$ cat src/hdl/srq_serializer.sv
module srq_serializer #(
	parameter int RX_CHANS = 4
)(
	input logic cpu_clk,
	input logic rst_n,
	input logic [RX_CHANS-1:0] srq_vec,
	input logic load,
	input logic sel_clear,
	input logic rd_bit,
	output logic ser
);
	logic [RX_CHANS-1:0] noted;
	logic [RX_CHANS-1:0] shift;
	logic ser_sel;

	always_ff @(posedge cpu_clk or negedge rst_n)
	begin
		if (!rst_n)
		begin
			noted <= '0;
			shift <= '0;
			ser_sel <= 1'b0;
		end
		else
		begin
			// requests pile up until software collects them
			// on collection only this cycle's requests are kept
			if (load)
				noted <= srq_vec;
			else
				noted <= noted | srq_vec;

			// snapshot of what was noted before this cycle
			if (load)
				shift <= noted;
			else if (rd_bit && ser_sel)
				shift <= shift << 1;

			// bit reads belong to the serializer until another event
			if (load)
				ser_sel <= 1'b1;
			else if (sel_clear)
				ser_sel <= 1'b0;
		end
	end

	// highest channel goes out first
	assign ser = shift[RX_CHANS-1];

endmodule

$ cat config.mk
export PLATFORM = sky130hd
export DESIGN_NAME = srq_serializer
export DESIGN_NICKNAME = d
export VERILOG_FILES = /design/src/hdl/srq_serializer.sv
export SDC_FILE = /design/constraint.sdc
export NUM_CORES = 1
export LEC_CHECK = 0
export ABC_AREA = 1
export BUFFER_PORTS_ARGS = -buffer_cell sky130_fd_sc_hd__buf_4
export CAP_MARGIN = 20
export CORE_AREA = 3 3 40 42
export DETAILED_ROUTE_END_ITERATION = 12
export DIE_AREA = 0 0 43 45
export GPL_TIMING_DRIVEN = 0
export PLACE_DENSITY = 0.44
export RECOVER_POWER = 25
export SYNTH_ARGS = -nofsm -noshare
export SYNTH_HDL_FRONTEND = slang
export SYNTH_SLANG_ARGS = --single-unit
$ cat constraint.sdc
create_clock -name cpu_clk -period 1.4 [get_ports cpu_clk]
set_clock_uncertainty 0.2 [all_clocks]
set_input_delay 0 -clock cpu_clk [delete_from_list [all_inputs] [get_ports cpu_clk]]
set_output_delay 0 -clock cpu_clk [all_outputs]
set_load 0.01 [all_outputs]
After elaboration in Yosys (flattened, before gate mapping). Cells that the tools add are included.

Input port bits: 9. Latch bits: 0. Register bits after elaboration: 9. ROM bits: 0. Memory bits (writable): 0. Memories: 0. Word-level logic and storage cells: 12.

Divide/modulo/power cells: 0. Reduce and logical (&&, ||, !) cells: 3. Equal/unequal tests: 0. Mux-type cells: 5. Shifts and indexed selects: 0. Order comparisons: 0. Add/sub/neg operators: 0. Multipliers: 0. Bitwise gates (word level): 1.

Operators with widths (count): 4-bit two-way mux (3); 4-bit OR (1); 2-bit nonzero test (2); 1-bit two-way mux (2); 1-bit logical AND (1).

Logic depth before layout (Yosys ltp). Gate-level depths: netlist (run 1).

Depth in word-level cells: 3. Gate-level depth with buffers: 5. Mapped depth without buffers: 5.

Least setup slack after synthesis (run 1). OpenSTA, ideal clock, no wires.

Path kind: flip-flop to flip-flop. Start point: reg ser_sel. End point: reg shift[3]. Path slack: 0.427 ns. Period minus slack after synthesis: 0.973 ns. Library setup time: 0.117 ns. Required time: 1.083 ns. Cell stages (with the launch flop): 5. Arrival time: 0.657 ns. Cells stage by stage: dfrtp_1 -> nand2_1 -> nand2_4 -> nand2_1 -> nand2_1.

Cells in the longest elaborated chain, start to end: 2.

RTL lines: from (decl) (RTL line 14) `logic ser_sel;`; from (signal assigned) (RTL line 22) `ser_sel <= 1'b0;`; from (signal assigned) (RTL line 41) `ser_sel <= 1'b1;`; from (signal assigned) (RTL line 43) `ser_sel <= 1'b0;`; 1-bit logical AND (RTL line 36) `else if (rd_bit && ser_sel)`; 2-bit nonzero test (no source line); to (signal assigned) (RTL line 35) `shift <= noted;`; to (signal assigned) (RTL line 37) `shift <= shift << 1;`; to (decl) (RTL line 13) `logic [RX_CHANS-1:0] shift;`.

No other way between the ends. A chain may end at the register's enable or synchronous reset.

==> results of run 1 <==
[metrics by stage]
step | hold WS, ns | cells | setup WS (ns)
global placement | -0.3734 | 64 | 0.3640
floorplan | -0.4956 | 40 | 0.4269
finish | 0.2528 | 77 | 0.1827
global route | 0.2636 | 77 | 0.08724
CTS | 0.2400 | 77 | 0.1462
detailed placement | -0.3696 | 64 | 0.3179
[report_power, final]
group | leakage (nW) | switching, W | total, W | internal (W)
clock network | 0.0177 | 0.0000996 | 0.000205 | 0.000106
registers | 0.102 | 0.0000140 | 0.000299 | 0.000285
logic | 0.185 | 0.0000445 | 0.0000973 | 0.0000529
total | 0.305 | 0.000158 | 0.000601 | 0.000443
[placed cells by master, fill, tap and decap left out, drive strengths merged]
cell type / synthesis / layout
clkinv: 0 / 1
o21ai: 1 / 1
nand3: 4 / 4
a21o: 4 / 4
inv: 2 / 2
nand2: 19 / 19
dlygate4sd3: 0 / 9
clkbuf: 0 / 5
dfrtp: 9 / 9
buf: 1 / 8
[logic make-up (layout without fill, tap and decap cells)]
logic type	count (synthesis)	count (layout)	synth area share, %
AOI/OAI and AO/OA	5	5	9.271
and+or+nand+nor	23	23	26.16
buffers and inverters	3	25	4.965
DFF	9	9	59.60
[state kept, by name (all words and copies together), names as in the netlist]
signal,cells
noted,4
shift,4
ser_sel,1
[per-layer routing]
layer	track usage (%)	share of wire [%]
met1	11.41	40
met2	17.07	50
met3	3.586	6.5
met4	7.229	2.7
met5	0	0
[worst max path at each step]
stage | cells after the start | from | to
after floorplan | 4 | ser_sel | shift[3]
after global placement | 4 | ser_sel | shift[3]
after detailed placement | 4 | ser_sel | shift[1]
after CTS | 3 | rst_n | noted[1]
after global routing | 3 | rst_n | noted[1]
final | 3 | rst_n | noted[1]
[cell type report]
type	count	area, um2
clock buffers	3	22.52
well taps	15	18.77
fillers	142	710.7
multi-input cells	28	133.9
flip-flops and latches	9	225.2
repair buffers	18	150.1
plain buffers	1	11.26
inverters	2	7.507
clock inverters	1	5.005
[worst min-delay path, cell delays in order]
cell and delay (ns):
dlygate4sd3_1 0.52, buf_4 0.10, a21o_1 0.07
[what timing repair did]
action / 4_1_cts / 5_1_grt
hold buffers: 9 / 0
endpoints found under the setup margin: 0 / 0
endpoints found under the hold margin: 18 / 0
buffers inserted: 0 / 0
==> qor.txt, run 1 <==
Status: finished clean
Starting Density: 29.41%
FF+latch count, synth: 9
Crit-path max cell delay: 0.79 ns
Clk sinks: 9
Pre-antenna DRT Iters: 2
Ys async rst share: 100.0%
CTS tree: built
Design area: 574.3 um2
Number of flops mapped to enable cells by yosys: 0
Slew @ Worst Pin: 0.4100 ns
Antenna violations before repair: 0
# rows: 13
IO Count: 10
Final net count: 72
Top cell by count, worst path: dlygate4sd3_1
WL/cell: 11.18 um
Main synth FF type: dfrtp_1
GRT Total Usage: 10.43%
Pwr dens: 1047 nW/um2
Setup slack, reg-to-reg: 0.33 ns
Die footprint: 1935 um2
Final ANT Viol Nets: 0
Syn nets: 49
CP Max Fanout: 9
Antenna Cells: 0
Crit path DAT: 1.42 ns
Synth top area cells: dfrtp_1 (60%), nand2_1 (18%), a21o_1 (7.9%)
Final setup fails: 0
Syn_area_per_cell: 9.447 um2
Max Buffers Root-to-Sink: 2
Chip Height: 45 um
Layout cells sized above 1: 20.97%
Reg-to-reg endpoint: shift[1]
CP endpoint kind: asynchronous set/reset pin
Reg2reg path depth: 4
CTS resizes: 0
CTS Buf Count: 3
Initial DRC count: 2
Drt total wl: 861 um
Fin crit period: 1.217 ns
HPWL Detailed: 570 um
Critical path's top delay family: buffers and inverters
Period Utilization, post-route: 86.95%
Largest net degree at the start of global routing: 11
Most frequent cells after synthesis: nand2_1 (18), dfrtp_1 (9), a21o_1 (4), nand3_1 (4)
RSZ-0062 raised after global routing: no
WHS Endpoint: noted[0]
YS warnings: 0
Drt drc: 0
Most frequent cell after synthesis: nand2_1
Worst endpoint required time: 1.60 ns
Hold Path Depth: 3
Routability Congestion: 0.7101
Mapped Area: 377.9 um2
Slowest CP cell: dlygate4sd3_1
Number of vias per cell: 4.416
Fin. Hold Viols: 0
H-tree Lvls: 1
Fmax: 0.8215 GHz
Clock tree root driver cell: clkbuf_4
Pwr Total: 0.0006013 W
Synth top area share: 59.60%
Core Area: 1285 um2
Max rail drop VDD: 0.0004070 V
Startpoint types: primary input
Mapped Cells: 40
First-pass GRT wire length: 1.400 mm
DR vias: 340
Reg-to-Reg Start: ser_sel
Maxcap violations: 0
Synth area leader: dfrtp_1
WP buf/inv: 3
Fin util: 44.69%
CP cell instances: dlygate4sd3_1, buf_4, dlygate4sd3_1
DP Area: 464.2 um2
Port bufs: 9
Worst min path class: primary input to flop
Worst min-delay path startpoint: srq_vec[0]
Clock latency on the worst-skew pair: 0.27 ns
GRT overflow: 0
Register area share after synthesis: 59.60%
Critical path type: primary input to asynchronous set/reset pin
Die X: 43 um
Max-slew violations: 0
Leak pwr: 0.3048 nW
Max_slew headroom: 72.58%
Clock transition at path regs: 0.07 ns
Vias in the first global route: 329
TNS Setup: 0 ns
Area growth syn-to-layout: 51.99%
Yosys cell types: 9
Power figures use the tool's default switching activity.
==> run 2: changes to the inputs <==
--- a/config.mk
+++ b/config.mk
@@ -13,7 +13,7 @@
 export DIE_AREA = 0 0 43 45
 export GPL_TIMING_DRIVEN = 0
 export PLACE_DENSITY = 0.44
-export RECOVER_POWER = 25
+export RECOVER_POWER = 50
 export SYNTH_ARGS = -nofsm -noshare
 export SYNTH_HDL_FRONTEND = slang
 export SYNTH_SLANG_ARGS = --single-unit
==> qor.txt, run 2 (synthesized netlist as in run 1, its figures left out) <==
Status: finished clean
Max_slew headroom: 72.54%
Fin crit period: 1.245 ns
Crit-path max cell delay: 0.53 ns
Layout cells sized above 1: 19.35%
Pre-antenna DRT Iters: 2
GRT Total Usage: 10.43%
RSZ-0062 raised after global routing: no
Antenna violations before repair: 0
IO Count: 10
CTS Buf Count: 3
Starting Density: 29.41%
# rows: 13
Fin. Hold Viols: 0
CTS tree: built
Pwr dens: 1058 nW/um2
Maxcap violations: 0
Leading cell type in the layout, fill and taps excluded: nand2_1
Clk sinks: 9
Drt drc: 0
Fmax: 0.8035 GHz
GRT overflow: 0
Initial DRC count: 4
Top cell by count, worst path: nand2_1
H-tree Lvls: 1
Core Area: 1285 um2
Critical path's top delay family: buffers and inverters
Clock latency on the worst-skew pair: 0.27 ns
Worst min path class: primary input to flop
Max rail drop VDD: 0.0004074 V
Multi-input gate area: 126.4 um2
CP cell instances: dlygate4sd3_1, clkbuf_1, inv_1, buf_6, nand2_1, nand2_1, nand2_1
Largest net degree at the start of global routing: 11
CP endpoint kind: flop
Number of vias per cell: 4.416
Critical path type: primary input to flop
Antenna Cells: 0
Final ANT Viol Nets: 0
Final setup fails: 0
Vias in the first global route: 329
DR vias: 340
DP Area: 464.2 um2
HPWL Detailed: 570 um
Leak pwr: 0.3012 nW
First-pass GRT wire length: 1.400 mm
Drt total wl: 869 um
Port bufs: 9
Setup WS pre-CTS: 0.3179 ns
Largest regs: noted: 4 flops, shift: 4 flops, ser_sel: 1 flops
CP Max Fanout: 10
Design area: 566.8 um2
TNS Setup: 0 ns
Chip Height: 45 um
Period Utilization, post-route: 88.90%
Reg area: 225.2 um2
Startpoint types: primary input
Clock tree root driver cell: clkbuf_4
Die X: 43 um
WL/cell: 11.29 um
Worst endpoint required time: 1.35 ns
Routability Congestion: 0.7101
Final net count: 72
Max-slew violations: 0
Clock transition at path regs: 0.07 ns
Max Buffers Root-to-Sink: 2
Filler cells: 144
Crit path DAT: 1.20 ns
Slew @ Worst Pin: 0.4106 ns
Slowest CP cell: dlygate4sd3_1
Worst setup margin: 0.1554 ns
Area growth syn-to-layout: 50.00%
WP buf/inv: 4
Die footprint: 1935 um2
Most frequent cells in the layout: nand2_1 (19), dlygate4sd3_1 (9), dfrtp_1 (9)
-- run 2: tightest hold or removal path, cell delays in order --
cell           delay [ns]
dlygate4sd3_1        0.52
buf_4                0.10
a21o_1               0.07
-- run 2: path summary, 6_finish.rpt --
kind / startpoint / to / slack (ns) / depth (start not counted)
hold / removal: srq_vec[0] / noted[0] / 0.25 / 3
setup / recovery: load / shift[1] / 0.16 / 7
setup reg to reg: ser_sel / shift[1] / 0.30 / 4
min in group asynchronous: rst_n / shift[3] / 0.52 / 3
max in group asynchronous: rst_n / noted[1] / 0.18 / 3
hold reg to reg: noted[2] / noted[2] / 0.29 / 1
-- run 2: where the power goes --
part	internal, W	switching, W
Combinational	0.0000518	0.0000430
Clock	0.000106	0.000101
Sequential	0.000285	0.0000139
-- run 2: final cells by class --
cell class / instances / share of cell area (%)
sequential: 9 / 39.74
multi-input combinational: 28 / 22.30
buffer: 1 / 1.987
clock buffer: 3 / 3.974
tap: 15 / 3.311
clock inverter: 1 / 0.8830
timing repair buffer: 18 / 26.49
inverter: 2 / 1.325
-- run 2: timing repair --
item	CTS	global route
resized for setup	0	0
hold buffers	9	0
setup buffers	0	0
hold endpoints to repair	18	0
-- run 2: per-layer routing --
metal | wire (um) | track usage [%] | vias up | share of wire [%]
li1 | - | - | 173 | -
met1 | 360 | 11.41 | 152 | 41
met2 | 428 | 17.07 | 11 | 49
met3 | 56 | 3.586 | 4 | 6.4
met4 | 23 | 7.229 | 0 | 2.6
met5 | 0 | 0 | - | 0
-- run 2: through the flow --
| stage | std cells | util (%) | hold slack (ns) | total power, W |
|---|---|---|---|---|
| 2_1_floorplan | 40 | - | -0.4956 | 0.0003454 |
| 3_3_place_gp | 64 | 36.12 | -0.3734 | 0.0003827 |
| 3_5_place_dp | 64 | 36.12 | -0.3696 | 0.0003873 |
| 4_1_cts | 77 | 45.28 | 0.2400 | 0.0006108 |
| 5_1_grt | 77 | 44.11 | 0.2636 | 0.0006419 |
| 6_report | 77 | 44.11 | 0.2516 | 0.0005997 |
