<file path="src/common/rx_pkg.sv">
package rx_pkg;

	// signed width of one adc sample
	localparam int ADC_BITS = 14;

	// width of the decimator accumulators
	localparam int ACC_BITS = 24;

	// width of one output word, I or Q
	localparam int SAMP_BITS = 16;

	// width of the oscillator phase accumulator
	localparam int PHASE_BITS = 32;

	// bit positions in the one-hot op word
	// register writes
	localparam int OP_SET_RX_CHAN = 0;
	localparam int OP_SET_RX_FREQ = 1;
	localparam int OP_SET_WF_FREQ = 2;
	localparam int OP_SET_WF_DECIM = 3;
	// events
	localparam int OP_GET_RX_SRQ = 4;
	localparam int OP_GET_RX_SAMP = 5;
	localparam int OP_RX_FLIP_BUFS = 6;
	localparam int OP_WF_SAMPLER_RST = 7;
	localparam int OP_GET_WF_SAMP_I = 8;
	localparam int OP_GET_WF_SAMP_Q = 9;

	// one complex output sample, I in the upper half
	typedef struct packed {
		logic signed [SAMP_BITS-1:0] i;
		logic signed [SAMP_BITS-1:0] q;
	} iq_sample_t;

	// cpu command bus as seen by the receiver
	typedef struct packed {
		logic [31:0] tos;
		logic [15:0] op;
		logic wr_reg;
		logic wr_evt;
		logic rd_bit;
	} cmd_t;

	// one term of the square-wave mixer
	// the sample passes through or is negated, one bit wider so -2^13 survives
	function automatic logic signed [ADC_BITS:0] quad_term(
		input logic signed [ADC_BITS-1:0] x,
		input logic neg
	);
		logic signed [ADC_BITS:0] ext;
		ext = x;
		return neg ? -ext : ext;
	endfunction

endpackage

</file>
<file path="src/rx_chan/sample_buf.sv">
module sample_buf #(
	parameter type payload_t = logic [31:0],
	parameter int DEPTH = 8
)(
	input logic cpu_clk,
	input logic rst_n,
	input logic push,
	input payload_t wdata,
	input logic flip,
	input logic pop,
	output payload_t rdata,
	output logic full_pulse
);
	localparam int AW = (DEPTH > 1) ? $clog2(DEPTH) : 1;

	payload_t mem [2][DEPTH];
	// bank being written, the other one is read
	logic bank;
	logic [AW:0] wcount;
	logic [AW-1:0] rptr;
	logic full;
	logic do_push;

	assign full = (wcount == (AW+1)'(DEPTH));
	// a flip in the same cycle wins over the push
	assign do_push = push & ~full & ~flip;
	// pulse on the push that takes the last slot
	assign full_pulse = do_push & (wcount == (AW+1)'(DEPTH - 1));

	// head of the read bank
	assign rdata = mem[~bank][rptr];

	// both banks come up zeroed so an early read returns 0
	always_ff @(posedge cpu_clk or negedge rst_n)
	begin
		if (!rst_n)
		begin
			for (int b = 0; b < 2; b++)
				for (int k = 0; k < DEPTH; k++)
					mem[b][k] <= '0;
		end
		else if (do_push)
			mem[bank][wcount[AW-1:0]] <= wdata;
	end

	always_ff @(posedge cpu_clk or negedge rst_n)
	begin
		if (!rst_n)
		begin
			bank <= 1'b0;
			wcount <= '0;
			rptr <= '0;
		end
		else if (flip)
		begin
			// swap roles, fresh write bank, read from word 0
			bank <= ~bank;
			wcount <= '0;
			rptr <= '0;
		end
		else
		begin
			if (do_push)
				wcount <= wcount + 1'b1;
			// no empty check, an extra pop just wraps
			if (pop)
				rptr <= (rptr == AW'(DEPTH - 1)) ? '0 : rptr + 1'b1;
		end
	end

endmodule

</file>
<file path="src/waterfall/waterfall.sv">
module waterfall
	import rx_pkg::*;
#(
	parameter int WF_DEPTH = 8
)(
	input logic cpu_clk,
	input logic rst_n,
	input logic adc_valid,
	input logic signed [ADC_BITS-1:0] adc_data,
	input logic set_freq,
	input logic set_decim,
	input logic [31:0] cfg,
	input logic restart,
	input logic get_i,
	input logic get_q,
	output logic [15:0] dout
);
	logic [PHASE_BITS-1:0] freq_reg;
	logic [PHASE_BITS-1:0] phase;
	// decimation minus one, 0..255
	logic [7:0] decim_m1;
	logic [7:0] cnt;
	logic capturing;
	logic [1:0] quad;
	logic signed [ADC_BITS:0] mix_i;
	logic signed [ADC_BITS:0] mix_q;
	logic signed [ACC_BITS-1:0] acc_i;
	logic signed [ACC_BITS-1:0] acc_q;
	logic signed [ACC_BITS-1:0] sum_i;
	logic signed [ACC_BITS-1:0] sum_q;
	logic last;
	logic push;
	iq_sample_t push_samp;
	iq_sample_t head;
	logic full_pulse;
	logic frame_done;

	// same quadrant mixer as the rx channels
	assign quad = phase[PHASE_BITS-1 -: 2];
	assign mix_i = quad_term(adc_data, quad[1] ^ quad[0]);
	assign mix_q = quad_term(adc_data, quad[1]);
	assign sum_i = acc_i + ACC_BITS'(mix_i);
	assign sum_q = acc_q + ACC_BITS'(mix_q);
	assign last = (cnt == decim_m1);

	always_ff @(posedge cpu_clk or negedge rst_n)
	begin
		if (!rst_n)
		begin
			freq_reg <= '0;
			phase <= '0;
			decim_m1 <= '0;
			cnt <= '0;
			acc_i <= '0;
			acc_q <= '0;
			capturing <= 1'b0;
			push <= 1'b0;
			frame_done <= 1'b0;
		end
		else
		begin
			push <= 1'b0;
			frame_done <= full_pulse;
			if (set_decim)
				decim_m1 <= cfg[7:0];
			if (set_freq || restart)
			begin
				phase <= '0;
				acc_i <= '0;
				acc_q <= '0;
				cnt <= '0;
			end
			else if (adc_valid)
			begin
				// oscillator free-runs, the decimator only while capturing
				phase <= phase + freq_reg;
				if (capturing && last)
				begin
					acc_i <= '0;
					acc_q <= '0;
					cnt <= '0;
					push <= 1'b1;
				end
				else if (capturing)
				begin
					acc_i <= sum_i;
					acc_q <= sum_q;
					cnt <= cnt + 1'b1;
				end
			end
			if (set_freq)
				freq_reg <= cfg;
			// single shot, stop once the frame is in
			if (restart)
				capturing <= 1'b1;
			else if (full_pulse)
				capturing <= 1'b0;
		end
	end

	// shift of 0, low 16 bits of each sum
	always_ff @(posedge cpu_clk)
		if (adc_valid && last)
			push_samp <= '{i: sum_i[SAMP_BITS-1:0], q: sum_q[SAMP_BITS-1:0]};

	// the completed frame is flipped over to the read side
	sample_buf #(
		.payload_t(iq_sample_t),
		.DEPTH(WF_DEPTH)
	) buf_i (
		.cpu_clk(cpu_clk),
		.rst_n(rst_n),
		.push(push),
		.wdata(push_samp),
		.flip(frame_done),
		.pop(get_q),
		.rdata(head),
		.full_pulse(full_pulse)
	);

	// I on get_i, otherwise Q of the head
	assign dout = get_i ? head.i : head.q;

endmodule

</file>
<file path="config.mk">
export PLATFORM = sky130hd
export DESIGN_NAME = waterfall
export DESIGN_NICKNAME = d
export VERILOG_FILES = /design/src/common/rx_pkg.sv /design/src/rx_chan/sample_buf.sv /design/src/waterfall/waterfall.sv
export SDC_FILE = /design/constraint.sdc
export NUM_CORES = 1
export LEC_CHECK = 0
export ABC_AREA = 0
export ABC_CLOCK_PERIOD_IN_PS = 3800
export BUFFER_PORTS_ARGS = -buffer_cell sky130_fd_sc_hd__buf_2
export CAP_MARGIN = 20
export CELL_PAD_IN_SITES_DETAIL_PLACEMENT = 1
export CELL_PAD_IN_SITES_GLOBAL_PLACEMENT = 2
export CORE_MARGIN = 3
export CORE_UTILIZATION = 46
export DETAILED_ROUTE_END_ITERATION = 12
export GPL_ROUTABILITY_DRIVEN = 0
export HOLD_SLACK_MARGIN = 0.05
export PLACE_DENSITY = 0.85
export SKIP_LAST_GASP = 1
export SYNTH_ARGS = -nofsm -noshare
export SYNTH_HDL_FRONTEND = slang
export SYNTH_SLANG_ARGS = --single-unit
</file>
<file path="constraint.sdc">
create_clock -name cpu_clk -period 3.8 [get_ports cpu_clk]
set_input_delay 0.57 -clock cpu_clk [delete_from_list [all_inputs] [get_ports cpu_clk]]
set_output_delay 0.57 -clock cpu_clk [all_outputs]
set_load 0.03 [all_outputs]
</file>
== Word-level counts from Yosys, hierarchy flattened ==
Index checks and enable logic that the tools add are counted.
Storage, ports and cells
  bits in registers: 683
  output and inout port bits: 16
  input port bits: 54
  logic and storage cells: 123
Operators by class
  equality and inequality tests: 4
  reductions and logical operators: 11
  $lt $le $gt $ge: 6
  mux-type cells: 38
  add/sub/neg operators: 7
  bitwise operators: 11
Operator list (count)
  256-bit two-way mux: 4
  512-bit bitwise mux: 1
  256-bit demux with 1-bit select: 1
  24-bit two-way mux: 8
  32-bit two-way mux: 5
  32-bit binary-select mux with 3-bit select: 1
  32-bit demux with 3-bit select: 1
  24-bit by 15-bit adder with 24-bit output: 2
  32-bit adder: 1
  8-bit two-way mux: 4
  15-bit two-way mux: 2
  16-bit two-way mux: 1
  14-bit negator with 15-bit output: 1
  3-bit two-way mux: 3
  8-bit by 1-bit adder with 8-bit output, second input constant: 1
  8-bit == test: 1
  4-bit greater-or-equal comparator, second input constant: 2
  4-bit two-way mux: 2
  3-bit NOT with 4-bit output: 2
  2-bit nonzero test: 4
  1-bit two-way mux: 5
  4-bit by 1-bit adder with 4-bit output, second input constant: 1
  4-bit by 3-bit == test with 1-bit output, second input constant: 1
  4-bit == test, second input constant: 1
  other kinds (13): 22

== Logic depth before layout (Yosys ltp) ==
  depth after elaboration: 9
  mapped depth: 17
  gate-level depth less buffers: 17

== By module ==
Synthesis repeated with hierarchy kept, for this count alone.
Unflattened totals
  cells, all modules: 2358
  area, all modules: 32880.3 um^2
Modules (own cells, without submodules)
  sample_buf: times used 1, seq. area each 13012.5 um^2, area each 23530.1 um^2, cells an instance 1445
  waterfall: times used 1, seq. area each 3838.7 um^2, area each 9350.2 um^2, cells an instance 913

== Worst setup path before layout ==
No wires, ideal clock.
  path kind: in2reg
  from: input port adc_valid
  to: register push_samp[0] in the netlist's numbering, enable pin
  buffers on the path: 2
  required time: 3.339 ns
  cell stages on the path: 4
  slack: 0.001 ns
  setup time: 0.461 ns
  data arrival time: 3.338 ns
  path through: clkbuf_1 inv_1 clkbuf_1 nor3_1
On the way
  word-level cells in the longest chain between the ends: 1
RTL lines
  start, declared: RTL line waterfall.sv:8  | input logic adc_valid,
  1-bit logical AND: RTL line waterfall.sv:103  | if (adc_valid && last)
  end signal, assigned: RTL line waterfall.sv:104  | push_samp <= '{i: sum_i[SAMP_BITS-1:0], q: sum_q[SAMP_BITS-1:0]};
  end, declared: RTL line waterfall.sv:33  | iq_sample_t push_samp;
No other way between the ends.
A chain may end at the register's enable or synchronous reset.

== Final worst setup path ==
  from: register buf_i.bank
  to: output port dout[6]
On the way
  word-level cells in the longest chain between the ends: 9
RTL lines
  start, declared: RTL line sample_buf.sv:18  | logic bank;
  start signal, assigned: RTL line sample_buf.sv:57  | bank <= ~bank;
  1-bit NOT: RTL line sample_buf.sv:31  | assign rdata = mem[~bank][rptr];
  1-bit NOT with 2-bit output: RTL line sample_buf.sv:31
  256-bit two-way mux (implied by the code) (3 in series): RTL line sample_buf.sv:31
  32-bit binary-select mux with 3-bit select: RTL line sample_buf.sv:31
  32-bit two-way mux (implied by the code) (2 in series): RTL line sample_buf.sv:31
  16-bit two-way mux: RTL line waterfall.sv:122  | assign dout = get_i ? head.i : head.q;
  end, declared: RTL line waterfall.sv:16  | output logic [15:0] dout
No other way between the ends. The select of a mux whose other input is x is not followed.

==> impl_metrics.ini <==
[outcome]
outcome = complete, no violations

[place]
place_area_um2 = 34330
io_buffers = 69
hpwl_um = 53780
dp_slack_ps = -289.3

[detailed_routing]
routed_wirelength_um = 85820
routed-via-count = 19670
routed_via_density = 5.929
first_iter_violations = 1372
wire_per_inst_um = 25.87
ant_nets = 0
drt-pass1-iter-count = 5
drc = 0

[critical_path]
cp-start-kind = register
cp.arrival_ps = 3120
required_ps = 3230
crit_path_top_delay_cell = dfrtp_4
cp_common_cell = mux4_2
path_cells = buf_16 -> mux4_2 -> mux4_2 -> mux2_2 -> buf_2
cp-end-kind = output pin
criticalPathCategory = register to output pin
critPathMaxFanout = 35
critPathMaxStageDelay_ps = 600

[cts]
cts_root_buf = clkbuf_16
cts_tree = built
cts_max_level = 3
clk_pin_slew_ps = 60
cts_buffers = 73
clock_latency_ps = 620
clock_path_buffers = 3
cts_sinks = 667

[power_and_ir_drop]
seq_power_share = 0.446
power_density_nw_per_um2 = 457.7
swShare = 0.2639
p_comb_frac = 0.129
power.switching_mw = 4.447
cellLeakagePower_nw = 17.43
vdd_drop_max_mv = 0.3860
p_clk_frac = 0.425
internal_power_mw = 12.40
total_power_mw = 16.85

[global_route]
grt.overflow.total = 0
first_global_vias = 22350
grt_use_total = 0.2391
grt_antenna_before_repair = 4
grt_max_degree = 100
grt_pass1_wl_um = 135100

[die]
start_util = 0.4668
die_w_um = 270.8
dieHeight_um = 270.8
coreArea_um2 = 69070
dieArea_um2 = 73310
num_rows = 96
ios = 70

[synthesis]
seq_area_frac_synth = 0.5226
synth_enable_flop_cells = 32
synth.largest_area_cell = dfrtp_1
syn-cell-area_um2 = 32240
async_reset_ff_frac = 0.9520
synth.top_cells.by_count = dfrtp_1 (635), mux2_2 (568), mux4_2 (160), clkbuf_1 (100), nor2_1 (89)
ys_top_cells_by_area = dfrtp_1 (49%), mux2_2 (20%), mux4_2 (11%)
yosys_register_bits = 667
synth_flop_cell = dfrtp_1
ys.warnings.count = 0
syn_inst = 2240
synth_most_common_cell = dfrtp_1
synth_cell_types = 60
synth.avg_cell_area_um2 = 14.39
synth_top_area_share = 0.4928
syn_nets = 2370

[final_layout]
finish.utilization = 0.5330
fin_area_um2 = 36810
top_register = buf_i.mem
drive_gt1_frac = 0.4386
fill_cells = 6631
multi_input_area_um2 = 14790
areaGrowthSynthToFinish_pct = 14.16
largest_register_ffs = 512
regArea_um2 = 16860
final_nets = 2460

[timing]
min_period_ps = 3692
setup-violations-final = 0
fin_crit_sh = 0.9715
timing.final.ws_setup_ps = 108.4
tightest_slew_ps = 819.2
rsz0062_at_grt = no
finClkSkew_ps = 25.16
maxSlewHeadroom = 0.4539
timing.fmax_mhz = 270.9
hold_viol_final = 0
slew_violations = 0

[run]
maxCapViolCount = 0

[worst_hold_path]
hold_class = input port to register
-- cells in the final DEF, fill, tap and decap left out, drive strengths merged, types with 15 or more instances in the layout --
| cell | Yosys | layout |
|---|---|---|
| dfrtp | 635 | 635 |
| mux2 | 568 | 568 |
| buf | 54 | 169 |
| mux4 | 160 | 160 |
| clkbuf | 101 | 107 |
| nor2 | 89 | 89 |
| ha | 73 | 73 |
| nand2 | 70 | 70 |
| xnor2 | 63 | 63 |
| o21ai | 54 | 54 |
| a21oi | 48 | 48 |
| edfxtp | 32 | 32 |
| a22o | 29 | 29 |
| inv | 25 | 28 |
| xor2 | 25 | 25 |
| mux2i | 25 | 25 |
| a21o | 20 | 20 |
| nand3 | 16 | 16 |
| nor3 | 16 | 16 |
| clkinv | 0 | 15 |
-- layer usage --
| metal | wire length (um) | global-route usage | vias up |
|---|---|---|---|
| met5 | 13 | 0 | - |
| met3 | 3657 | 0.03769 | 166 |
| met1 | 36160 | 0.3136 | 10600 |
| met4 | 2514 | 0.07141 | 2 |
| met2 | 43470 | 0.4116 | 407 |
| li1 | - | - | 8493 |
-- worst paths after layout --
kind | from | endpoint | slack [ps] | cells after the start
min | cfg[17] | freq_reg[17]$_DFFE_PN0P_ | 190 | 2
min in group asynchronous | rst_n | buf_i.mem[505]$_DFFE_PN0P_ | 580 | 2
max reg2reg | phase[31]$_DFFE_PN0P_ | push_samp[31]$_DFFE_PP_ | 370 | 13
max in group asynchronous | rst_n | acc_i[5]$_DFFE_PN0P_ | 2090 | 3
min reg2reg | buf_i.mem[201]$_DFFE_PN0P_ | buf_i.mem[201]$_DFFE_PN0P_ | 500 | 1
max | buf_i.bank$_DFFE_PN0P_ | dout[6] | 110 | 5
-- stage by stage --
stage | TNS (ps) | hold WS (ps) | std cells
2_1_floorplan | 0 | 274.4 | 2240
3_3_place_gp | -547.8 | 473.5 | 3181
3_5_place_dp | -1441 | 487.4 | 3181
4_1_cts | -5.093 | 161.5 | 3312
5_1_grt | 0 | 172.8 | 3317
6_report | 0 | 193.3 | 3317
-- power by group through the flow --
stage / Clock, mW / Sequential, mW / Combinational [mW]
after global routing: 7.64 / 7.54 / 2.35
after global placement: 0 / 7.65 / 2.12
final: 7.16 / 7.52 / 2.17
after floorplan: 0 / 7.50 / 1.41
after detailed placement: 0 / 7.65 / 2.17
after CTS: 7.31 / 7.53 / 2.18
-- worst max-delay path, delay by kind of cell, from the launching register on --
family | cells | cell delay (ps)
buffers and inverters | 2 | 530
DFF | 1 | 600
muxes | 3 | 1390
-- what timing repair did --
item / 4_1_cts / 5_1_grt
gates resized for setup: 1 / 3
cloned: 0 / 0
setup buffers: 0 / 4
hold buffers: 1 / 0
endpoints found under the hold margin: 55 / 0
pin swaps: 0 / 0
setup endpoints to repair: 4 / 12
-- area by class of cell --
cell class / count / area share
timing repair buffer: 170 / 0.04035
multi-input combinational: 1393 / 0.4017
tap: 931 / 0.03165
antenna: 1 / 0.00006798
clock buffer: 107 / 0.05799
sequential: 667 / 0.4581
inverter: 25 / 0.002549
clock inverter: 23 / 0.007614
-- logic make-up (layout without fill, tap and decap cells) --
| group | count (synthesis) | in the layout | share of synthesized area |
|---|---|---|---|
| other cells | 0 | 1 | 0 |
| simple gates | 259 | 259 | 0.03787 |
| xor+xnor | 88 | 88 | 0.02390 |
| buf+inv | 180 | 325 | 0.02192 |
| mux | 753 | 753 | 0.3179 |
| compound gates | 217 | 217 | 0.04560 |
| flops | 667 | 667 | 0.5226 |
| fa+ha+maj | 76 | 76 | 0.03019 |
No activity file was read; power rests on OpenSTA's default activity.
