===== src/common/rx_pkg.sv =====
package rx_pkg;

	// signed width of one adc sample
	localparam int ADC_BITS = 14;

	// width of the decimator accumulators
	localparam int ACC_BITS = 24;

	// width of one output word, I or Q
	localparam int SAMP_BITS = 16;

	// width of the oscillator phase accumulator
	localparam int PHASE_BITS = 32;

	// bit positions in the one-hot op word
	// register writes
	localparam int OP_SET_RX_CHAN = 0;
	localparam int OP_SET_RX_FREQ = 1;
	localparam int OP_SET_WF_FREQ = 2;
	localparam int OP_SET_WF_DECIM = 3;
	// events
	localparam int OP_GET_RX_SRQ = 4;
	localparam int OP_GET_RX_SAMP = 5;
	localparam int OP_RX_FLIP_BUFS = 6;
	localparam int OP_WF_SAMPLER_RST = 7;
	localparam int OP_GET_WF_SAMP_I = 8;
	localparam int OP_GET_WF_SAMP_Q = 9;

	// one complex output sample, I in the upper half
	typedef struct packed {
		logic signed [SAMP_BITS-1:0] i;
		logic signed [SAMP_BITS-1:0] q;
	} iq_sample_t;

	// cpu command bus as seen by the receiver
	typedef struct packed {
		logic [31:0] tos;
		logic [15:0] op;
		logic wr_reg;
		logic wr_evt;
		logic rd_bit;
	} cmd_t;

	// one term of the square-wave mixer
	// the sample passes through or is negated, one bit wider so -2^13 survives
	function automatic logic signed [ADC_BITS:0] quad_term(
		input logic signed [ADC_BITS-1:0] x,
		input logic neg
	);
		logic signed [ADC_BITS:0] ext;
		ext = x;
		return neg ? -ext : ext;
	endfunction

endpackage


===== src/rx_chan/sample_buf.sv =====
module sample_buf #(
	parameter type payload_t = logic [31:0],
	parameter int DEPTH = 8
)(
	input logic cpu_clk,
	input logic rst_n,
	input logic push,
	input payload_t wdata,
	input logic flip,
	input logic pop,
	output payload_t rdata,
	output logic full_pulse
);
	localparam int AW = (DEPTH > 1) ? $clog2(DEPTH) : 1;

	payload_t mem [2][DEPTH];
	// bank being written, the other one is read
	logic bank;
	logic [AW:0] wcount;
	logic [AW-1:0] rptr;
	logic full;
	logic do_push;

	assign full = (wcount == (AW+1)'(DEPTH));
	// a flip in the same cycle wins over the push
	assign do_push = push & ~full & ~flip;
	// pulse on the push that takes the last slot
	assign full_pulse = do_push & (wcount == (AW+1)'(DEPTH - 1));

	// head of the read bank
	assign rdata = mem[~bank][rptr];

	// both banks come up zeroed so an early read returns 0
	always_ff @(posedge cpu_clk or negedge rst_n)
	begin
		if (!rst_n)
		begin
			for (int b = 0; b < 2; b++)
				for (int k = 0; k < DEPTH; k++)
					mem[b][k] <= '0;
		end
		else if (do_push)
			mem[bank][wcount[AW-1:0]] <= wdata;
	end

	always_ff @(posedge cpu_clk or negedge rst_n)
	begin
		if (!rst_n)
		begin
			bank <= 1'b0;
			wcount <= '0;
			rptr <= '0;
		end
		else if (flip)
		begin
			// swap roles, fresh write bank, read from word 0
			bank <= ~bank;
			wcount <= '0;
			rptr <= '0;
		end
		else
		begin
			if (do_push)
				wcount <= wcount + 1'b1;
			// no empty check, an extra pop just wraps
			if (pop)
				rptr <= (rptr == AW'(DEPTH - 1)) ? '0 : rptr + 1'b1;
		end
	end

endmodule


===== src/rx_chan/rx_chan.sv =====
module rx_chan
	import rx_pkg::*;
#(
	parameter int BUF_DEPTH = 8,
	parameter int RX_DECIM = 4,
	parameter int RX_SHIFT = 2
)(
	input logic cpu_clk,
	input logic rst_n,
	input logic adc_valid,
	input logic signed [ADC_BITS-1:0] adc_data,
	input logic set_freq,
	input logic [31:0] freq,
	input logic flip,
	input logic rd_next,
	output logic srq,
	output logic [15:0] dout
);
	localparam int CNT_BITS = (RX_DECIM > 1) ? $clog2(RX_DECIM) : 1;

	logic [PHASE_BITS-1:0] freq_reg;
	logic [PHASE_BITS-1:0] phase;
	logic [1:0] quad;
	logic signed [ADC_BITS:0] mix_i;
	logic signed [ADC_BITS:0] mix_q;
	logic signed [ACC_BITS-1:0] acc_i;
	logic signed [ACC_BITS-1:0] acc_q;
	logic signed [ACC_BITS-1:0] sum_i;
	logic signed [ACC_BITS-1:0] sum_q;
	logic [CNT_BITS-1:0] cnt;
	logic last;
	logic push;
	iq_sample_t push_samp;
	iq_sample_t head;
	logic half;

	// quadrant from the phase before this sample's increment
	assign quad = phase[PHASE_BITS-1 -: 2];
	// I flips in quadrants 1 and 2, Q in 2 and 3
	assign mix_i = quad_term(adc_data, quad[1] ^ quad[0]);
	assign mix_q = quad_term(adc_data, quad[1]);

	assign sum_i = acc_i + ACC_BITS'(mix_i);
	assign sum_q = acc_q + ACC_BITS'(mix_q);
	assign last = (cnt == CNT_BITS'(RX_DECIM - 1));

	always_ff @(posedge cpu_clk or negedge rst_n)
	begin
		if (!rst_n)
		begin
			freq_reg <= '0;
			phase <= '0;
			acc_i <= '0;
			acc_q <= '0;
			cnt <= '0;
			push <= 1'b0;
		end
		else if (set_freq)
		begin
			// new frequency restarts oscillator and decimator
			freq_reg <= freq;
			phase <= '0;
			acc_i <= '0;
			acc_q <= '0;
			cnt <= '0;
			push <= 1'b0;
		end
		else
		begin
			push <= 1'b0;
			if (adc_valid)
			begin
				phase <= phase + freq_reg;
				if (last)
				begin
					// full sum goes to push_samp, accumulator starts over
					acc_i <= '0;
					acc_q <= '0;
					cnt <= '0;
					push <= 1'b1;
				end
				else
				begin
					acc_i <= sum_i;
					acc_q <= sum_q;
					cnt <= cnt + 1'b1;
				end
			end
		end
	end

	// scaled and truncated output sample, pushed on the next cycle
	always_ff @(posedge cpu_clk)
		if (adc_valid && last)
			push_samp <= '{i: SAMP_BITS'(sum_i >>> RX_SHIFT), q: SAMP_BITS'(sum_q >>> RX_SHIFT)};

	// fullness is decided inside the buffer
	sample_buf #(
		.payload_t(iq_sample_t),
		.DEPTH(BUF_DEPTH)
	) buf_i (
		.cpu_clk(cpu_clk),
		.rst_n(rst_n),
		.push(push),
		.wdata(push_samp),
		.flip(flip),
		.pop(rd_next & half),
		.rdata(head),
		.full_pulse(srq)
	);

	// word pointer low bit: 0 reads I, 1 reads Q and then moves on
	always_ff @(posedge cpu_clk or negedge rst_n)
	begin
		if (!rst_n)
			half <= 1'b0;
		else if (flip)
			half <= 1'b0;
		else if (rd_next)
			half <= ~half;
	end

	assign dout = half ? head.q : head.i;

endmodule


===== config.mk =====
export PLATFORM = sky130hd
export DESIGN_NAME = rx_chan
export DESIGN_NICKNAME = d
export VERILOG_FILES = /design/src/common/rx_pkg.sv /design/src/rx_chan/sample_buf.sv /design/src/rx_chan/rx_chan.sv
export SDC_FILE = /design/constraint.sdc
export NUM_CORES = 1
export LEC_CHECK = 0
export BUFFER_PORTS_ARGS = -buffer_cell sky130_fd_sc_hd__clkbuf_2
export CAP_MARGIN = 10
export CORE_MARGIN = 10
export CORE_UTILIZATION = 45
export CTS_CLUSTER_DIAMETER = 120
export DETAILED_ROUTE_END_ITERATION = 7
export PLACE_DENSITY_LB_ADDON = 0.12
export SYNTH_ARGS = -nofsm -noshare
export SYNTH_HDL_FRONTEND = slang
export SYNTH_SLANG_ARGS = --single-unit

===== constraint.sdc =====
create_clock -name cpu_clk -period 7.93 [get_ports cpu_clk]
set_input_delay 1.586 -clock cpu_clk [delete_from_list [all_inputs] [get_ports cpu_clk]]
set_output_delay 1.586 -clock cpu_clk [all_outputs]
set_load 0.02 [all_outputs]

# [Word-level counts from Yosys, hierarchy flattened]
# Cells that the tools add are included.
[classes] addsub=7 n_reduce_logical=7 n_bitwise=13 order_cmp=6 mux=35 n_eq_ne=4
[ops] cell="$mux 256" n=4
[ops] cell="$bwmux 512" n=1
[ops] cell="$demux 256 s1" n=1
[ops] cell="$mux 32" n=5
[ops] cell="$mux 24" n=6
[ops] cell="$bmux 32 s3" n=1
[ops] cell="$demux 32 s3" n=1
[ops] cell="$add 24x15->24" n=2
[ops] cell="$add 32x32->32" n=1
[ops] cell="$mux 15" n=2
[ops] cell="$mux 16" n=1
[ops] cell="$neg 14->15" n=1
[ops] cell="$mux 3" n=3
[ops] cell="$ge 4x4->1 const B" n=2
[ops] cell="$mux 4" n=2
[ops] cell="$not 3->4" n=2
[ops] cell="$reduce_bool 2->1" n=4
[ops] cell="$mux 2" n=3
[ops] cell="$mux 1" n=5
[ops] cell="$add 4x1->4 const B" n=1
[ops] cell="$and 1x1->1" n=4
[ops] cell="$eq 4x3->1 const B" n=1
[ops] cell="$eq 4x4->1 const B" n=1
[ops] cell="$ge 2x2->1 const B" n=2
[ops] cell="other kinds (10)" n=16
[word_totals] reg_bits=668 elab_cells=116 out_inout_bits=17 input_bits=52

# [Longest topological paths before layout]
# Gate-level depths: netlist (run 1).
[logic_depth] word_depth=9 mapped_depth=15 mapped_depth_nobuf=15

# [Cells and area by module]
# From an unflattened synthesis (run 1), not the netlist that was laid out.
[unflattened] cells_unflattened=2272 area_unflattened_um2=32100.8
[by_module_without_submodules] module="sample_buf" seq_area_each_um2=13012.5 cells_each=1454 instances=1 area_each_um2=23507.5
[by_module_without_submodules] module="rx_chan" seq_area_each_um2=3563.4 cells_each=818 instances=1 area_each_um2=8593.2

# [Worst setup path after synthesis (run 1)]
# OpenSTA, ideal clock, no wires.
[synth_path] path_type="input port to flip-flop" from="input adc_data[2]" to="register acc_q[17]" stages=14 arrival_ns=4.521 path_slack_ns=3.288 setup_time_ns=0.121 cell_sequence="or3_1 > or3_1 > nor2_1 > nand2_1 > or3_1 > nand2_1 > xnor2_1 > ha_1 > nand2_1 > a2111oi_0 > o22ai_1 > o21ai_0 > o22ai_1 > o22a_1"
[synth_via] elab_chain_len=6
[synth_lines] item="start, declared" line_no="rx_chan.sv:11" text="input logic signed [ADC_BITS-1:0] adc_data,"
[synth_lines] item="$neg 14->15" line_no="rx_pkg.sv:52" text="return neg ? -ext : ext;"
[synth_lines] item="$mux 15 (*)" line_no="rx_pkg.sv:52"
[synth_lines] item="$add 24x15->24 (*)" line_no="rx_chan.sv:44" text="assign sum_q = acc_q + ACC_BITS'(mix_q);"
[synth_lines] item="$mux 24 (*)" line_no="rx_chan.sv:74" text="if (last)"
[synth_lines] item="$mux 24 (*)" line_no="rx_chan.sv:71" text="if (adc_valid)"
[synth_lines] item="$mux 24 (*)" line_no="rx_chan.sv:58" text="else if (set_freq)"
[synth_lines] item="end signal, assigned" line_no="rx_chan.sv:85" text="acc_q <= sum_q;"
[synth_lines] item="end, declared" line_no="rx_chan.sv:27" text="logic signed [ACC_BITS-1:0] acc_q;"
# Every way passes the cells marked *; elsewhere a longest branch is shown, timed or not. The select of a mux whose other input is x is not followed.
# A chain may end at the register's enable or synchronous reset.

# [Worst setup path after layout (run 1)]
[layout_path] from="register buf_i.rptr[0]" to="output dout[7]"
[layout_via] elab_chain_len=5
[layout_lines] item="start, declared" line_no="sample_buf.sv:20" text="logic [AW-1:0] rptr;"
[layout_lines] item="start signal, assigned" line_no="sample_buf.sv:67" text="rptr <= (rptr == AW'(DEPTH - 1)) ? '0 : rptr + 1'b1;"
[layout_lines] item="$not 3->4" line_no="sample_buf.sv:31" text="assign rdata = mem[~bank][rptr];"
[layout_lines] item="$bmux 32 s3" line_no="sample_buf.sv:31"
[layout_lines] item="$mux 32 (not written as such) (2 in a row)" line_no="sample_buf.sv:31"
[layout_lines] item="$mux 16" line_no="rx_chan.sv:123" text="assign dout = half ? head.q : head.i;"
[layout_lines] item="end, declared" line_no="rx_chan.sv:17" text="output logic [15:0] dout"
# Every way passes these cells. The select of a mux whose other input is x is not followed.

==> summary.txt, run 1 <==
Run status
  • Outcome: finished clean

Final layout
  • Finished Core Util: 50.8%
  • Layout area overhead: 11.9%
  • Multi-input logic area: 14,700 um2
  • Share of layout cells above drive strength 1: between 40% and 50%
  • Fillers: 5,991
  • Final net count: ~2,400
  • FF/Latch Area: ~17,000 um2
  • Largest register FFs: 512
  • Largest Register: buf_i.mem

STA
  • RSZ-0062 raised after global routing: false
  • Period utilization: 67.3%
  • Slew Viols, Final: 0
  • Worst Hold Slack: 483 ps
  • Final min period: 5330 ps
  • Setup ws final: 2600 ps
  • Setup_tns: 0 ps
  • Worst Skew: about 23 ps
  • Final Hold Vio Count: 0
  • Rel. slew slack: a little under a quarter
  • Final Setup Violations: 0
  • Worst-margin pin slew: 1140 ps
  • Max Freq: 187 MHz

Global route
  • Grt met3 use: under 10%
  • Met2 usage: between 30% and 40%
  • Number of global-route vias before repair: around 20,000
  • First-pass GRT wire length: between 100,000 and 150,000 um
  • Initial antenna violation count: 1
  • Grt ovf: 0
  • Largest net degree at the start of global routing: between 150 and 200
  • Grt peak-use layer: met2
  • M1 GR Usage: between 20% and 30%
  • GRT Total Usage: about a fifth

Synth
  • Top cell type's share of synthesized area: about 49%
  • Post-synth EDFFs: 32
  • Yosys cell types: 65
  • Syn. warnings: 0
  • Synthesis-stage register bit count: ~660
  • Synth cell count leaders: dfrtp_1 (624), mux2_2 (560), mux4_2 (160)
  • Average cell area after synthesis: 14.5 um2
  • Post-synthesis sequential area ratio: between 50% and 60%
  • Post-Syn Nets: between 2,000 and 2,500
  • Synthesized netlist cell count: between 2,000 and 2,500
  • Largest cells by area after synthesis: dfrtp_1 (49%), mux2_2 (20%), mux4_2 (11%), edfxtp_1 (3.0%), ha_1 (2.8%)
  • Post-synthesis cell area: ~32,000 um2
  • Area leader, netlist: dfrtp_1
  • Count leader, synth: dfrtp_1
  • Synth Flop Type: dfrtp_1
  • Asr flop ratio synth: between 90 and 100%

Worst setup path
  • Crit path max fanout: 58
  • Crit. End Element: primary output
  • Setup crit start kind: flop
  • Critical Path RT: around 6300 ps
  • Critical path type: flop to primary output
  • Arr. time, crit path: around 3800 ps

Clock tree
  • Register clock-pin slew on the reported worst setup and hold paths: about 60 ps
  • Clk_lat worst skew: approximately 620 ps
  • Postcts setup bufs: 0
  • H-tree Lvls: 3
  • Post-cts gate resize count: 0
  • Clock buffer depth: 3
  • TritonCTS buffer count: 74
  • CTS Root Cell: clkbuf_16
  • Cts hold-fix bufs: 0
  • TritonCTS clock tree: built
  • Sink Count: 656

Floorplanning
  • Die Width: approximately 290 um
  • Row cnt: slightly below 100
  • # IOs: 69
  • Core box area: 70,100 um2
  • Die Y-Extent: about 290 um
  • Die area: 81,800 um2
  • Starting Density: a little under half

Detailed routing
  • Total number of vias: ~19,000
  • Pre-antenna DRT Iters: 5
  • Final ANT Viol Nets: 0
  • Via/cell ratio: roughly 5.8
  • Iteration-0 DRC Markers: about 1,100
  • Wirelength per Cell: approximately 24 um
  • WL final: 76,900 um
  • Final routed DRC violation total: 0

Pwr
  • Max VDD drop: about 0.00015 V
  • Pwr/cell area: 259 nW/um2
  • Leakage: 0.0169 uW

Placement
  • Worst slack, placed: 2670 ps
  • Post-DP HPWL: between 40,000 and 50,000 um
  • Gpl congestion: just under 0.8
  • I/O Buffers: 68

Hold path
  • Worst min path class: flop to flop

Run
  • Maxcap violations: 0
## layer usage
layer,vias up,share of wire (%)
met5,-,0
met4,0,2.1
met3,114,3.1
met2,300,47
met1,9985,48
li1,8277,-
## cell families after synthesis
family / Yosys count / synth area share, %
multiplexers: 741 / 31.8
flip-flops: 656 / 52.1
AO/OA/AOI/OAI: 236 / 5.18
AND/OR/NAND/NOR: 229 / 3.34
buffers and inverters: 177 / 2.21
XOR/XNOR: 89 / 2.45
adder cells (fa/ha/maj): 74 / 2.98
## through the flow
step                      area (um2)  instances  power (uW)
after floorplan                31800       2202        5290
after global placement         33200       3089        5800
after detailed placement       33200       3089        5840
after CTS                      35600       3218        9330
after global routing           35600       3218        9700
final                          35600       3219        9210
## path summary, 6_finish.rpt
path / endpoint / cells past startpoint / slack, ps / from
min in group asynchronous: buf_i.mem[140] / 1 / 1040 / rst_n
min reg2reg: phase[13] / 2 / 480 / phase[13]
min: phase[13] / 2 / 480 / phase[13]
max in group asynchronous: freq_reg[4] / 2 / 5220 / rst_n
max reg2reg: acc_i[11] / 12 / 3920 / phase[31]
max: dout[7] / 5 / 2600 / buf_i.rptr[0]
## power breakdown
group | switching [uW] | internal (uW)
clock network | 1380 | 2080
logic | 1130 | 878
registers | 168 | 3580
total | 2670 | 6540
## layout by cell type, fill, tap and decap left out, types with 50 or more instances in the layout
cell type	count
a21oi_1	50
mux4_2	160
dfrtp_1	619
xnor2_1	64
nor2_1	63
clkbuf_16	77
mux2_2	560
clkbuf_2	67
ha_1	71
nand2_1	61
## worst max-delay path, stage by stage (launching register included)
cell,delay [ps]
dfrtp_4,780
buf_4,850
mux4_2,440
mux4_2,510
mux2_2,340
clkbuf_2,180
## area by class of cell
type | instances | share of cell area [%]
multi-input cells | 1369 | 41.2
diodes | 1 | 0.00703
clock inverters | 19 | 0.660
inverters | 22 | 0.232
repair buffers | 102 | 1.81
clock buffers | 110 | 6.26
flip-flops and latches | 656 | 46.6
well taps | 940 | 3.30
Note: power is estimated with default switching activity, not from simulation.
==> run 2, diff against run 1 <==
Clock period 7.93 ns to 4.6 ns, I/O delays scaled along.
==> summary.txt, run 2 (synthesized netlist as in run 1, its figures left out) <==
Hold path
  • Worst min path class: input port to async pin

STA
  • Period utilization: roughly 94%
  • Worst-margin pin slew: a little over 1000 ps
  • Worst Skew: between 20 and 25 ps
  • Rel. slew slack: 31.7%
  • Final Hold Vio Count: 0
  • Slew Viols, Final: 0
  • Final min period: ~4300 ps
  • Setup_tns: 0 ps
  • Final Setup Violations: 0
  • Max Freq: around 230 MHz
  • RSZ-0062 raised after global routing: false

Clock tree
  • Cts hold-fix bufs: 0
  • Postcts setup bufs: 0
  • TritonCTS clock tree: built
  • Clk_lat worst skew: approximately 630 ps
  • Sink Count: approximately 660
  • TritonCTS buffer count: 75
  • Register clock-pin slew on the reported worst setup and hold paths: about 60 ps
  • H-tree Lvls: 3
  • Clock buffer depth: 3
  • Post-cts gate resize count: 0
  • CTS Root Cell: clkbuf_16

Global route
  • Initial antenna violation count: 0
  • First-pass GRT wire length: around 120,000 um
  • Largest net degree at the start of global routing: around 110
  • Grt ovf: 0
  • Number of global-route vias before repair: around 20,000
  • GRT Total Usage: 19.4%

Worst setup path
  • FF-to-FF path depth: 12
  • Critical Path RT: 3680 ps
  • Crit. End Element: primary output
  • Critical path type: flop to primary output
  • Crit path max fanout: approximately 50
  • Setup crit start kind: flop
  • Arr. time, crit path: 3420 ps

Detailed routing
  • Pre-antenna DRT Iters: 5
  • Final routed DRC violation total: 0
  • Wirelength per Cell: around 24 um
  • Via/cell ratio: between 5 and 6
  • Final ANT Viol Nets: 0
  • Total number of vias: ~19,000
  • Iteration-0 DRC Markers: approximately 1,200
  • WL final: 78,100 um

Pwr
  • Combinational group share of total power: between 20 and 25%
  • Pwr/cell area: 447 nW/um2
  • Part of the power in the clock network: a little under two fifths
  • Internal Power: 11,500 uW
  • Max VDD drop: slightly above 0.0003 V
  • P_sw: about 4600 uW
  • Sequential Power Share: about two fifths
  • Leakage: approximately 0.017 uW
  • Switching share of power: between 20% and 30%

Final layout
  • Most frequent cells in the layout: dfrtp_1 (619), mux2_2 (560), mux4_2 (160)
  • Share of layout cells above drive strength 1: 43.2%
  • FF/Latch Area: roughly 17,000 um2
  • Finished Core Util: around half
  • Multi-input logic area: between 10,000 and 15,000 um2
  • Final net count: 2,372
  • Fillers: between 6,000 and 7,000
  • Largest Register: buf_i.mem
  • Commonest non-fill, non-tap cell in the layout: dfrtp_1
  • Layout area overhead: 13.1%
  • Largest register FFs: 512

Floorplanning
  • Core box area: 70,100 um2
  • # IOs: 69
  • Die Y-Extent: 286 um
  • Die Width: approximately 290 um
  • Die area: a little over 80,000 um2
  • Row cnt: 97
  • Starting Density: about 45%

Run status
  • Outcome: finished clean

Placement
  • Gpl congestion: around 0.8
  • I/O Buffers: 68
  • Post-DP HPWL: ~47,000 um

Run
  • Maxcap violations: 0
run 2: power groups by stage:
stage	Combinational, uW	Sequential, uW	Clock (uW)
after floorplan	2730	6390	0
after global placement	3470	6590	0
after detailed placement	3530	6590	0
after CTS	3550	6490	6290
after global routing	3910	6530	6530
final	3500	6480	6130
run 2: final cells by class:
type	count	share of cell area, %
sequential	656	46.1
multi-input combinational	1369	40.7
clock buffer	113	6.26
tap	940	3.27
timing repair buffer	122	2.69
clock inverter	20	0.806
inverter	22	0.229
antenna	1	0.00695
run 2: per-layer routing:
metal | share of wire, % | wire length, um | GRT usage, %
met5 | 0 | 0 | 0
met1 | 48 | 37200 | 27.7
met3 | 3.3 | 2600 | 2.89
met4 | 2.0 | 1590 | 4.67
met2 | 47 | 36700 | 30.7
run 2: metrics by stage:
stage | power (uW) | area (um2) | worst slack, ps | hold slack [ps] | instances
after floorplan | 9130 | 31800 | 624 | 453 | 2202
after global placement | 10100 | 33500 | 171 | 469 | 3109
after detailed placement | 10100 | 33500 | 115 | 479 | 3109
after CTS | 16300 | 36000 | 206 | 407 | 3242
after global routing | 17000 | 36000 | 140 | 419 | 3242
final | 16100 | 36000 | 258 | 356 | 3243
run 2: critical path, cell delays in order, from the launching register on:
cell	delay [ps]
dfrtp_4	1050
buf_4	410
mux4_2	350
mux4_2	490
mux2_2	290
clkbuf_2	160
run 2: path summary, 6_finish.rpt:
check                                    from             end  slack [ps]
min in group cpu_clk                phase[13]       phase[13]         480
worst max-delay path            buf_i.rptr[0]        dout[12]         260
worst max register to register      phase[30]       acc_i[11]        1040
worst min-delay path                    rst_n  buf_i.mem[172]         360
worst min register to register      phase[13]       phase[13]         480
max in group asynchronous               rst_n    buf_i.mem[0]        3150
